### src/source/link_pkg.sv
/* link status package
   MAC status nibble, receive flag pulses and error counter word */
`default_nettype none

package link_pkg;

    //--------------------------------------------------
    // MAC status nibble
    //--------------------------------------------------
    typedef struct packed {
        logic       spare;      // bit 3, unused by the MAC
        logic [1:0] speed;      // bits 2:1
        logic       link_up;    // bit 0
    } link_status_t;

    localparam logic [1:0] SPEED_10   = 2'b00;
    localparam logic [1:0] SPEED_100  = 2'b01;
    localparam logic [1:0] SPEED_1G   = 2'b10;

    // single-cycle pulses from the receive MAC
    typedef struct packed {
        logic bad;  // bad frame
        logic err;  // receive error
    } rx_flags_t;

    typedef logic [31:0] err_count_t;

endpackage

`default_nettype wire

### src/source/stream_pkg.sv
/* byte stream package
   one beat of the test byte stream and the numbered frame pattern */
`default_nettype none

package stream_pkg;

    //--------------------------------------------------
    // byte beat, 11 bits
    //--------------------------------------------------
    typedef struct packed {
        logic       valid;
        logic       sof;    // first byte of a frame
        logic       eof;    // last byte of a frame
        logic [7:0] data;
    } byte_beat_t;

    typedef logic [7:0] frame_idx_t;

    // byte k of frame n carries (n + k) mod 256
    function automatic logic [7:0] pattern_byte(
        input frame_idx_t frame,
        input logic [7:0] pos
    );
        logic [7:0] sum;
        sum = frame + pos;  // wraps at 256
        return sum;
    endfunction

endpackage

`default_nettype wire

### src/source/link_qualifier.sv
/* link qualifier
   flags a port ready only while its link is up at 1 Gb/s */
`timescale 1ns/1ps
`default_nettype none

module link_qualifier
    import link_pkg::*;
#(
    parameter int NUM_PORTS = 4    // up to 4
) (
    input  wire logic                          clk20_g,
    input  wire logic                          rst_i,
    input  wire link_status_t [NUM_PORTS-1:0]  status_i,
    output logic [NUM_PORTS-1:0]               ready_o
);

    //--------------------------------------------------
    // status decode, one register per port
    //--------------------------------------------------
    logic [NUM_PORTS-1:0] ready_next;

    always_comb begin
        for (int p = 0; p < NUM_PORTS; p++) begin
            // 10 and 100 Mb/s links are not usable for the test
            ready_next[p] = status_i[p].link_up && (status_i[p].speed == SPEED_1G);
        end
    end

    always_ff @(posedge clk20_g) begin
        if (rst_i) begin
            ready_o <= '0;
        end else begin
            ready_o <= ready_next;
        end
    end

endmodule

`default_nettype wire

### src/source/rx_error_counter.sv
/* receive error counters
   one 32-bit count of bad and errored frames per port, zero while not ready */
`timescale 1ns/1ps
`default_nettype none

module rx_error_counter
    import link_pkg::*;
#(
    parameter int NUM_PORTS = 4
) (
    input  wire logic                          clk20_g,
    input  wire logic                          rst_i,
    input  wire logic [NUM_PORTS-1:0]          ready_i,
    input  wire rx_flags_t [NUM_PORTS-1:0]     flags_i,
    output err_count_t [NUM_PORTS-1:0]         count_o
);

    logic [NUM_PORTS-1:0] hit;  // any flag this cycle

    always_comb begin
        for (int p = 0; p < NUM_PORTS; p++) begin
            hit[p] = flags_i[p].bad | flags_i[p].err;  // both at once counts once
        end
    end

    //--------------------------------------------------
    // counters
    //--------------------------------------------------
    always_ff @(posedge clk20_g) begin
        for (int p = 0; p < NUM_PORTS; p++) begin
            if (rst_i || !ready_i[p]) begin
                count_o[p] <= '0;   // held clear while the link is unusable
            end else if (hit[p]) begin
                count_o[p] <= count_o[p] + 32'd1;
            end
        end
    end

endmodule

`default_nettype wire

### src/source/test_frame_gen.sv
/* test frame generator
   sends numbered pattern frames while start is high, paced by returned credits */
`timescale 1ns/1ps
`default_nettype none

module test_frame_gen
    import stream_pkg::*;
#(
    parameter int FRAME_LEN  = 16,  // at least 2
    parameter int TX_CREDITS = 4
) (
    input  wire logic clk20_g,
    input  wire logic rst_i,
    input  wire logic start_i,
    input  wire logic credit_i,     // one byte slot returned
    output byte_beat_t tx_o
);

    localparam int CW = $clog2(TX_CREDITS + 1);
    localparam int PW = $clog2(FRAME_LEN);
    localparam logic [PW-1:0] LAST_POS = PW'(FRAME_LEN - 1);

    logic [CW-1:0] credit_cnt;
    logic [PW-1:0] byte_pos;
    frame_idx_t    frame_num;
    logic          send;
    logic          last_byte;

    // a started frame runs to its end even if start drops
    assign send      = (credit_cnt != '0) && (start_i || (byte_pos != '0));
    assign last_byte = (byte_pos == LAST_POS);

    //--------------------------------------------------
    // credit count
    //--------------------------------------------------
    always_ff @(posedge clk20_g) begin
        if (rst_i) begin
            credit_cnt <= CW'(TX_CREDITS);
        end else begin
            case ({send, credit_i})
                2'b10:   credit_cnt <= credit_cnt - 1'b1;
                2'b01:   credit_cnt <= credit_cnt + 1'b1;
                default: credit_cnt <= credit_cnt;  // none, or byte and credit together
            endcase
        end
    end

    //--------------------------------------------------
    // position, frame number and output beat
    //--------------------------------------------------
    always_ff @(posedge clk20_g) begin
        if (rst_i) begin
            byte_pos  <= '0;
            frame_num <= '0;
            tx_o      <= '0;
        end else begin
            tx_o.valid <= send;
            tx_o.sof   <= send && (byte_pos == '0);
            tx_o.eof   <= send && last_byte;
            tx_o.data  <= pattern_byte(frame_num, 8'(byte_pos));
            if (send) begin
                if (last_byte) begin
                    byte_pos  <= '0;
                    frame_num <= frame_num + 8'd1;
                end else begin
                    byte_pos <= byte_pos + 1'b1;
                end
            end
        end
    end

endmodule

`default_nettype wire

### src/source/test_frame_checker.sv
/* loopback frame checker
   compares received bytes with the frame pattern, latches the first mismatch */
`timescale 1ns/1ps
`default_nettype none

module test_frame_checker
    import stream_pkg::*;
#(
    parameter int FRAME_LEN = 16
) (
    input  wire logic       clk20_g,
    input  wire logic       rst_i,
    input  wire byte_beat_t rx_i,
    output logic            err_o,          // sticky until reset
    output frame_idx_t      good_frames_o
);

    localparam int PW = $clog2(FRAME_LEN);
    localparam logic [PW-1:0] LAST_POS = PW'(FRAME_LEN - 1);

    logic [PW-1:0] exp_pos;
    frame_idx_t    exp_frame;
    logic          exp_last;
    logic          mismatch;

    assign exp_last = (exp_pos == LAST_POS);

    // data, sof and eof must all agree with the expected position
    always_comb begin
        mismatch = 1'b0;
        if (rx_i.valid) begin
            mismatch = (rx_i.data != pattern_byte(exp_frame, 8'(exp_pos)))
                    || (rx_i.sof != (exp_pos == '0))
                    || (rx_i.eof != exp_last);
        end
    end

    //--------------------------------------------------
    // tracking and result
    //--------------------------------------------------
    always_ff @(posedge clk20_g) begin
        if (rst_i) begin
            exp_pos       <= '0;
            exp_frame     <= '0;
            err_o         <= 1'b0;
            good_frames_o <= '0;
        end else if (rx_i.valid) begin
            if (mismatch) err_o <= 1'b1;
            if (exp_last) begin
                exp_pos   <= '0;
                exp_frame <= exp_frame + 8'd1;
                // a frame after the first error never counts as good
                if (!mismatch && !err_o) good_frames_o <= good_frames_o + 8'd1;
            end else begin
                exp_pos <= exp_pos + 1'b1;
            end
        end
    end

endmodule

`default_nettype wire

### src/source/led_blinker.sv
/* debug LED blinker
   toggles every BLINK_HALF cycles, dark once the loopback test fails */
`timescale 1ns/1ps
`default_nettype none

module led_blinker #(
    parameter int BLINK_HALF = 25   // half period in clk20_g cycles
) (
    input  wire logic clk20_g,
    input  wire logic rst_i,
    input  wire logic err_i,
    output logic      led_o
);

    localparam int DW = (BLINK_HALF > 1) ? $clog2(BLINK_HALF) : 1;

    logic [DW-1:0] div_cnt;
    logic          blink;

    always_ff @(posedge clk20_g) begin
        if (rst_i) begin
            div_cnt <= '0;
            blink   <= 1'b0;
        end else if (div_cnt == DW'(BLINK_HALF - 1)) begin
            div_cnt <= '0;
            blink   <= ~blink;
        end else begin
            div_cnt <= div_cnt + 1'b1;
        end
    end

    assign led_o = blink & ~err_i;  // error wins at once

endmodule

`default_nettype wire

### src/source/eth_test_top.sv
/* Ethernet test path top level
   link qualification, error counters, loopback frame test and debug LED */
`timescale 1ns/1ps
`default_nettype none

module eth_test_top
    import link_pkg::*;
    import stream_pkg::*;
#(
    parameter int NUM_PORTS  = 4,   // up to 4
    parameter int FRAME_LEN  = 16,
    parameter int TX_CREDITS = 4,
    parameter int BLINK_HALF = 25
) (
    input  wire logic                          clk20_g,
    input  wire logic                          rst_i,
    input  wire logic                          start_i,
    input  wire logic                          tx_credit_i,
    input  wire byte_beat_t                    rx_i,
    input  wire link_status_t [NUM_PORTS-1:0]  port_status_i,
    input  wire rx_flags_t [NUM_PORTS-1:0]     port_rx_flags_i,
    output byte_beat_t                         tx_o,
    output logic [NUM_PORTS-1:0]               port_ready_o,
    output err_count_t [NUM_PORTS-1:0]         err_count_o,
    output logic                               test_err_o,
    output frame_idx_t                         good_frames_o,
    output logic                               led_o
);

    //--------------------------------------------------
    // per-port link status
    //--------------------------------------------------
    link_qualifier #(.NUM_PORTS(NUM_PORTS)) u_qual (
        .clk20_g (clk20_g),
        .rst_i   (rst_i),
        .status_i(port_status_i),
        .ready_o (port_ready_o)
    );

    rx_error_counter #(.NUM_PORTS(NUM_PORTS)) u_cnterr (
        .clk20_g(clk20_g),
        .rst_i  (rst_i),
        .ready_i(port_ready_o),     // counts only on 1G links
        .flags_i(port_rx_flags_i),
        .count_o(err_count_o)
    );

    //--------------------------------------------------
    // loopback test
    //--------------------------------------------------
    test_frame_gen #(.FRAME_LEN(FRAME_LEN), .TX_CREDITS(TX_CREDITS)) u_gen (
        .clk20_g (clk20_g),
        .rst_i   (rst_i),
        .start_i (start_i),
        .credit_i(tx_credit_i),
        .tx_o    (tx_o)
    );

    test_frame_checker #(.FRAME_LEN(FRAME_LEN)) u_chk (
        .clk20_g      (clk20_g),
        .rst_i        (rst_i),
        .rx_i         (rx_i),
        .err_o        (test_err_o),
        .good_frames_o(good_frames_o)
    );

    led_blinker #(.BLINK_HALF(BLINK_HALF)) u_led (
        .clk20_g(clk20_g),
        .rst_i  (rst_i),
        .err_i  (test_err_o),
        .led_o  (led_o)
    );

endmodule

`default_nettype wire

### config.mk
export PLATFORM = sky130hd
export DESIGN_NAME = eth_test_top
export DESIGN_NICKNAME = d
export VERILOG_FILES = /design/src/source/link_pkg.sv /design/src/source/stream_pkg.sv /design/src/source/link_qualifier.sv /design/src/source/rx_error_counter.sv /design/src/source/test_frame_gen.sv /design/src/source/test_frame_checker.sv /design/src/source/led_blinker.sv /design/src/source/eth_test_top.sv
export SDC_FILE = /design/constraint.sdc
export NUM_CORES = 1
export LEC_CHECK = 0
export BUFFER_PORTS_ARGS = -buffer_cell sky130_fd_sc_hd__buf_4
export CORE_MARGIN = 5
export CORE_UTILIZATION = 50
export CTS_CLUSTER_DIAMETER = 150
export DETAILED_ROUTE_END_ITERATION = 10
export HOLD_SLACK_MARGIN = 0.08
export PLACE_DENSITY = 0.77
export SLEW_MARGIN = 10
export SYNTH_ARGS = -nofsm -noshare
export SYNTH_HDL_FRONTEND = slang
export SYNTH_SLANG_ARGS = --single-unit
### constraint.sdc
create_clock -name clk20_g -period 3.7 [get_ports clk20_g]
set_input_delay 0.37 -clock clk20_g [delete_from_list [all_inputs] [get_ports clk20_g]]
set_output_delay 0.37 -clock clk20_g [all_outputs]
set_load 0.01 [all_outputs]
Word level (Yosys, flattened, before mapping)
Index checks and enable logic that the tools add are counted.

Bits in registers: 185. Output and inout port bits: 153.

Add/sub/neg operators: 14. Equality and inequality tests: 12. Mux-type cells: 4. Bitwise gates (word level): 7. Reductions and logical operators: 31.

Operator list (number): $add A32 B1 Y32 const B (4); $add A8 B1 Y8 const B (3); $add A8 B4 Y8 (2); $eq A2 B2 Y1 const B (5); $add A4 B1 Y4 const B (2); $eq A4 B4 Y1 const B (2); $logic_and A1 B1 Y1 (8); $logic_not A4 Y1 (2); $mux W4 (2); $ne A8 B8 Y1 (1); $logic_or A1 B1 Y1 (7); $logic_not A1 Y1 (6); $pmux W3 S2 (1); $reduce_and A2 Y1 (3); $add A5 B1 Y5 const B (1); $eq A5 B5 Y1 const B (1); $or A1 B1 Y1 (4); $reduce_bool A4 Y1 (1); $add A3 B1 Y3 const B (1); $reduce_and A3 Y1 (1); $reduce_bool A3 Y1 (1); $sub A3 B1 Y3 const B (1); $eq A2 B1 Y1 const B (1); $ne A1 B1 Y1 (2); 5 further kinds (6).

Depth between registers and ports, before layout
Gate-level depths: netlist (run 1).

Word-level depth: 8. Mapped depth: 10.

Modules after synthesis
Synthesis (run 1) repeated with hierarchy kept, for this count alone.

Cells, all modules: 1045. Area, all modules: 9165.0 sq um.

Modules (own cells, without submodules): rx_error_counter (seq. area each 2562.5 sq um, cells an instance 714, area an instance 6064.6 sq um, instances 1); test_frame_gen (seq. area each 520.5 sq um, cells an instance 136, area an instance 1353.8 sq um, instances 1); test_frame_checker (seq. area each 420.4 sq um, cells an instance 159, area an instance 1315.0 sq um, instances 1); led_blinker (seq. area each 120.1 sq um, cells an instance 28, area an instance 301.5 sq um, instances 1); link_qualifier (seq. area each 80.1 sq um, cells an instance 8, area an instance 130.1 sq um, instances 1).

Worst setup path before layout (run 1)
OpenSTA, ideal clock, no wires.

Kind: register to register. Start point: register u_chk.exp_frame[0]. End point: register u_chk.good_frames_o[3]. Required time: 3577 ps. Path buffers: 1. Clock period less this slack: 2576 ps. Setup slack: 1124 ps. Arrival time: 2453 ps. Stages on the path, launching flop included: 10. Cell sequence: dfxtp_1 > ha_1 > fa_1 > xnor2_1 > xnor2_1 > a2111oi_2 > nand4_1 > buf_6 > nor4_2 > mux2_1.

Longest elaborated chain between the ends: 8.

RTL lines: start, declared (line test_frame_checker.sv:22) `frame_idx_t exp_frame;`; start signal, assigned (line test_frame_checker.sv:51) `exp_frame <= exp_frame + 8'd1;`; $add A8 B4 Y8 (line stream_pkg.sv:25) `sum = frame + pos;`; $ne A8 B8 Y1 (line test_frame_checker.sv:32) `mismatch = (rx_i.data != pattern_byte(exp_frame, 8'(exp_pos)))`; $logic_or A1 B1 Y1 (line test_frame_checker.sv:33) `|| (rx_i.sof != (exp_pos == '0))`; $logic_or A1 B1 Y1 (line test_frame_checker.sv:34) `|| (rx_i.eof != exp_last);`; $mux W1 (line test_frame_checker.sv:31) `if (rx_i.valid) begin`; $logic_not A1 Y1 (line test_frame_checker.sv:53) `if (!mismatch && !err_o) good_frames_o <= good_frames_o + 8'd1;`; $logic_and A1 B1 Y1 (line test_frame_checker.sv:53); $reduce_and A3 Y1 (no line); end signal, assigned (line test_frame_checker.sv:53); end, declared (line test_frame_checker.sv:15) `output frame_idx_t good_frames_o`.

No other way between the ends. A chain may end at the register's enable or synchronous reset.

Final worst setup path (run 1)
Start point: register u_chk.exp_pos[0]. End point: register u_chk.good_frames_o[5].

Longest elaborated chain between the ends: 8.

RTL lines: start, declared (line test_frame_checker.sv:21) `logic [PW-1:0] exp_pos;`; start signal, assigned (line test_frame_checker.sv:55) `exp_pos <= exp_pos + 1'b1;`; $add A8 B4 Y8 / $logic_not A4 Y1 (equally long branches) (line stream_pkg.sv:25, test_frame_checker.sv:33); $ne A8 B8 Y1 / $ne A1 B1 Y1 (equally long branches) (line test_frame_checker.sv:32, test_frame_checker.sv:33); $logic_or A1 B1 Y1 (line test_frame_checker.sv:33); $logic_or A1 B1 Y1 (line test_frame_checker.sv:34); $mux W1 (line test_frame_checker.sv:31); $logic_not A1 Y1 (line test_frame_checker.sv:53); $logic_and A1 B1 Y1 (line test_frame_checker.sv:53); $reduce_and A3 Y1 (no line) *.

Mark *: on every way between the ends. The rest lies on a longest branch, timed or not.

==> results.toml, run 1 <==
[run]
maxCapViolCount = 0

[finish]
seqCellArea_um2 = 3700
layout.nets = 1196
fin_cells = 1364
antenna_cells = 0
final_common_cell = "buf_4"
multiInputGateArea_um2 = 4430
layout_common_cells = "buf_4, dfxtp_1, nor2_1, xor2_1, nand2_1"
syn_to_final_growth_pct = 26.2
nFillCells = 1412
layout-drive-gt1-share = 0.204

[floorplanning]
initial_utilization = 0.507
die_area_um2 = 19400
die_x_um = 139
io_pins = 192
chipHeight_um = 139
fp.coreArea_um2 = 16500
rows = 47

[critical_path]
cpPeakStageDelay_ns = 0.45
critical_path_class = "reg2reg"
worstSetupEndpointType = "flip-flop"
startpoint_type = "flip-flop"
slowest_stage = "fa_1"
worstPathCellList = "ha_1 -> fa_1 -> xnor2_1 -> nand2_1 -> a2111oi_2 -> nand4_1 -> buf_4 -> nor4_2 -> mux2_1"
path_max_fanout = 11
cp.arrival_ns = 3.04
cp.required_ns = 4.00

[drt]
vias = 6977
vias_per_cell = 5.12
drtPass1Iterations = 4
wl_mm = 17.9
postRouteAntennaNets = 0
drc = 0
detail_route.wl_per_cell_um = 13.1
drt_iter0_drc = 247

[placement]
port_buffers = 187
dpl.hpwl_mm = 12.8
place_ws_ns = 0.952
gp_congestion = 0.804
placedCellCount = 1332

[grt]
grt_pass1_wl_mm = 30.2
grt_pass1_vias = 6410
antenna_found_initial = 0
overflow = 0
grt_max_degree = 64
track_usage = 0.182

[synth]
yosys.area.top_type = "dfxtp_1"
synth_area_leaders = "dfxtp_1, xor2_1, nor2_1, xnor2_1, ha_1"
async_flop_share = 0
synth_top_area_share = 0.444
syn_inst = 948
synthFlopType = "dfxtp_1"
synth-seq-area-share = 0.444
ys_warn_count = 0
synth.avg_cell_area_um2 = 8.80
yosysUniqueCellTypes = 51
netlist_area_um2 = 8350
synth-edff-count = 0
syn-num-nets = 1012
ys_ff_latch = 185

[status]
status = "finished, final reports clean"

[sta]
fin_crit_sh = 0.740
postLayoutSetupSlackWorst_ns = 0.962
relSlewSlack = 0.455
fmax_mhz = 365
fin_crit_ns = 2.74
fin_setup_tns_ns = 0
tightest_slew_ns = 0.811
rsz0062_at_grt = "no"
setup_violations = 0
skew_ns = 0.00981
slew_viol_final = 0
hold_ws_ns = 0.109
hold_viol = 0

[clock_network]
cts_hold_buf = 0
post_cts_resized = 0
clock_latency_ns = 0.42
root_buffer = "clkbuf_16"
cts_max_path_buffers = 2
clkSlewWorstSetupHoldPaths_ns = 0.06
cts_htree_levels = 4
cts_buffers = 17
cts.sinks = 185
post-cts-setup-buffers = 0
cts_tree = "done"

[power_and_ir_drop]
p_leak_nw = 4.10
power.density_nw_per_um2 = 396
irDropWorstVdd_uv = 293

[worst_hold_path]
min_path_type = "in2reg"
where the power goes:
part | switching, mW | internal, mW | leakage, nW
clock network | 0.751 | 1.01 | 0.274
registers | 0.0422 | 2.04 | 1.49
logic | 0.168 | 0.158 | 2.34
total | 0.961 | 3.21 | 4.10
logic make-up (layout without fill, tap and decap cells):
logic type,Yosys count,in the layout,share of synthesized area
AO/OA/AOI/OAI,84,84,0.0585
XOR/XNOR,146,146,0.153
adder cells (fa/ha/maj),25,25,0.0402
buffers and inverters,53,249,0.0252
flip-flops,185,185,0.444
multiplexers,11,11,0.0141
AND/OR/NAND/NOR,444,444,0.265
Yosys cell counts, types with 3 or more instances:
cell type / count
nand4_1: 39
nor2_1: 165
nand3_1: 50
fa_1: 3
o21ai_0: 33
xor2_1: 93
and4_1: 14
or3_1: 19
and3_1: 22
inv_1: 23
nor2b_1: 14
nor4_1: 5
a21o_1: 3
and2_1: 6
nor3_1: 23
a21oi_1: 31
dfxtp_1: 185
ha_1: 22
xnor2_1: 53
mux2_1: 5
nand2b_1: 7
nand2_1: 66
nor4_2: 4
o2111ai_1: 3
mux2i_1: 5
clkbuf_1: 24
worst paths after layout:
kind / startpoint / end / slack [ns] / depth (start not counted)
min reg2reg: u_led.div_cnt[0] / u_led.div_cnt[0] / 0.47 / 1
min: port_status_i[1] / u_qual.ready_o[0] / 0.11 / 2
max: u_chk.exp_pos[0] / u_chk.good_frames_o[5] / 0.96 / 9
max reg2reg: u_chk.exp_pos[0] / u_chk.good_frames_o[5] / 0.96 / 9
flip-flops by register name, summed over array words and instances, names as in the netlist:
| signal | flops |
|---|---|
| u_gen.frame_num | 8 |
| u_gen.byte_pos | 4 |
| u_gen.credit_cnt | 3 |
| u_led.blink | 1 |
| u_chk.exp_frame | 8 |
| u_chk.good_frames_o | 8 |
| u_gen.tx_o | 11 |
| u_qual.ready_o | 4 |
| u_chk.err_o | 1 |
| u_cnterr.count_o | 128 |
| u_led.div_cnt | 5 |
| u_chk.exp_pos | 4 |
worst max-delay path, delay by kind of cell (launching register included):
family / cells / cell delay [ns]
AOI/OAI and AO/OA: 1 / 0.30
xor gates and xnor gates: 1 / 0.18
adders and majority gates: 2 / 0.69
buffers and inverters: 1 / 0.21
DFF: 1 / 0.42
muxes: 1 / 0.34
and+or+nand+nor: 3 / 0.49
cell type report:
type,instances,area share
clock buffers,21,0.0428
clock inverters,10,0.0114
inverters,23,0.00819
multi-input cells,710,0.421
flip-flops and latches,185,0.352
well taps,220,0.0261
repair buffers,195,0.139
per-stage QoR:
stage,total power [mW],util,cell area [um^2]
after floorplan,2.34,-,8350
after global placement,2.44,0.605,9950
after detailed placement,2.45,0.605,9950
after CTS,4.23,0.639,10500
after global routing,4.37,0.640,10500
final,4.17,0.640,10500
per-layer routing:
layer  up-vias  global-route usage  part of all wire
met3        16              0.0493             0.054
met1      3215               0.235              0.45
met2       142               0.304              0.48
met4         0              0.0433             0.011
li1       3604                   -                 -
met5         -                   0                 0
Power figures use the tool's default switching activity.
==> run 2: changes to the inputs <==
- clock period: 3.7 -> 2.62 ns (I/O delays scaled with it)
==> run 2 against run 1 <==
Against the previous run: critical path depth is the same; cell area increased by 3.3%; critical endpoint is now u_chk.good_frames_o[2]; the flow now finishes with violations (setup timing); clock-buffer cell count shrank 3; combinational power grew 55%; via count grew 3.9%; global-route usage up 1.0 points; largest cell class unchanged.
==> results.toml, run 2 (synthesis results as in run 1) <==
[drt]
detail_route.wl_per_cell_um = 13.6
vias = 7249
drt_iter0_drc = 358
postRouteAntennaNets = 0
wl_mm = 18.9
drc = 0
vias_per_cell = 5.23
drtPass1Iterations = 5

[clock_network]
root_buffer = "clkbuf_16"
clock_latency_ns = 0.42
cts_max_path_buffers = 2
cts_buffers = 17
cts_tree = "done"
cts.sinks = 185
clkSlewWorstSetupHoldPaths_ns = 0.07
cts_htree_levels = 4

[placement]
gp_congestion = 0.833
port_buffers = 187
place_ws_ns = -0.0402
dpl.hpwl_mm = 13.5
placed_area_um2 = 10100

[power_and_ir_drop]
p_leak_nw = 4.32
p_clk_frac = 0.439
comb_power_share = 0.082
power_switching_mw = 1.45
irDropWorstVdd_uv = 454
p_seq_frac = 0.478
internal-power_mw = 4.69
p_total_mw = 6.14
swShare = 0.237
power.density_nw_per_um2 = 564

[finish]
top_regs = "u_cnterr.count_o: 128 flops, u_gen.tx_o: 11 flops"
largest_register = "u_cnterr.count_o"
nFillCells = 1380
layout_common_cells = "buf_4, dfxtp_1, nor2_1, xor2_1, nand2_1"
multiInputGateArea_um2 = 4540
final_common_cell = "buf_4"
layout-drive-gt1-share = 0.227
layout.nets = 1218
syn_to_final_growth_pct = 30.4
fin_area_um2 = 10900
seqCellArea_um2 = 3710
antenna_cells = 0
largest_reg_flops = 128

[critical_path]
path_max_fanout = 4
r2r_setup_slack_ns = -0.02
startpoint_type = "flip-flop"
critical_path_class = "reg2reg"
worstPathCellList = "ha_4 -> fa_2 -> xnor2_2 -> nand2_2 -> a2111oi_4 -> nand4_1 -> buf_6 -> nor4b_4 -> mux2_2"
cp.required_ns = 2.94
cp.arrival_ns = 2.96
rr_worst_depth = 9
path_buf_inv = 1
cpPeakStageDelay_ns = 0.55
worstSetupEndpointType = "flip-flop"
worst_r2r_endpoint = "u_chk.good_frames_o[2]"
slowest_stage = "fa_2"
rr_startpoint = "u_chk.exp_pos[0]"
cp_top_family = "adder cells"

[floorplanning]
die_x_um = 139
die_area_um2 = 19400
initial_utilization = 0.507
rows = 47
fp.coreArea_um2 = 16500
io_pins = 192
chipHeight_um = 139

[sta]
skew_ns = 0.0105
relSlewSlack = 0.521
rsz0062_at_grt = "yes"
hold_viol = 0
slew_viol_final = 0
fmax_mhz = 378
fin_crit_sh = 1.01
setup_violations = 1
postLayoutSetupSlackWorst_ns = -0.0234
tightest_slew_ns = 0.712
fin_crit_ns = 2.64

[grt]
grt_busiest_layer = "met2"
grt_max_degree = 64
grt_pass1_vias = 6787
overflow = 0
track_usage = 0.192
grt_pass1_wl_mm = 31.9
use_met1 = 0.248
antenna_found_initial = 0
grt_util_met3 = 0.0452
grt.met2_usage = 0.324

[worst_hold_path]
min_path_type = "in2reg"
min_path_cells = 3
whs_endpoint = "u_qual.ready_o[1]"
min_from = "port_status_i[6]"

[status]
violations = "setup timing"
status = "complete, but fails checks"

[run]
maxCapViolCount = 0
run 2: final cells by class:
type,instances,area share
Sequential cell,185,0.340
Timing Repair Buffer,217,0.152
Tap cell,220,0.0253
Clock buffer,18,0.0403
Multi-Input combinational cell,710,0.417
Inverter,23,0.00793
Clock inverter,14,0.0171
run 2: per-stage QoR:
stage	hold WS (ns)	cells	setup TNS, ns	util
after detailed placement	0.427	1346	-0.0672	0.611
after global placement	0.422	1346	0	0.611
final	0.122	1387	-0.0234	0.661
after CTS	0.0948	1386	0	0.655
after floorplan	0.338	948	0	-
after global routing	0.0994	1387	-0.606	0.661
run 2: how the worst max path moves through the flow:
stage / from / end / slack (ns) / cells past startpoint
final: u_chk.exp_pos[0] / u_chk.good_frames_o[2] / -0.02 / 9
after global routing: u_chk.exp_frame[0] / u_chk.good_frames_o[2] / -0.13 / 9
after CTS: u_chk.exp_frame[0] / u_chk.good_frames_o[5] / 0.005 / 9
after detailed placement: u_chk.exp_frame[0] / u_chk.good_frames_o[4] / -0.04 / 9
after global placement: u_chk.exp_frame[0] / u_chk.good_frames_o[5] / 0.008 / 9
after floorplan: u_chk.exp_frame[0] / u_chk.good_frames_o[3] / 0.04 / 9
run 2: worst register-to-register path: cells and delay by family, from the launching register on:
family | cells | cell delay, ns
mux | 1 | 0.35
buf+inv | 1 | 0.20
xor+xnor | 1 | 0.12
compound gates | 1 | 0.32
flops | 1 | 0.34
simple gates | 3 | 0.51
fa+ha+maj | 2 | 0.71
run 2: power by group through the flow:
stage	clock [mW]	combinational (mW)	sequential (mW)
after global placement	0	0.472	3.00
after global routing	2.87	0.572	2.94
after detailed placement	0	0.482	3.00
final	2.70	0.506	2.94
after CTS	2.76	0.505	2.93
after floorplan	0	0.297	3.00
run 2: per-layer routing:
layer | vias up | part of all wire
li1 | 3652 | -
met1 | 3400 | 0.45
met2 | 182 | 0.49
met3 | 15 | 0.059
met4 | 0 | 0.0068
met5 | - | 0
run 2: timing repair:
item | CTS | global route
hold buffers | 7 | 0
hold endpoints to repair | 4 | 0
resized for setup | 7 | 15
endpoints found under the setup margin | 7 | 8
gates cloned | 1 | 0
setup buffers | 0 | 1
pin swaps | 5 | 10
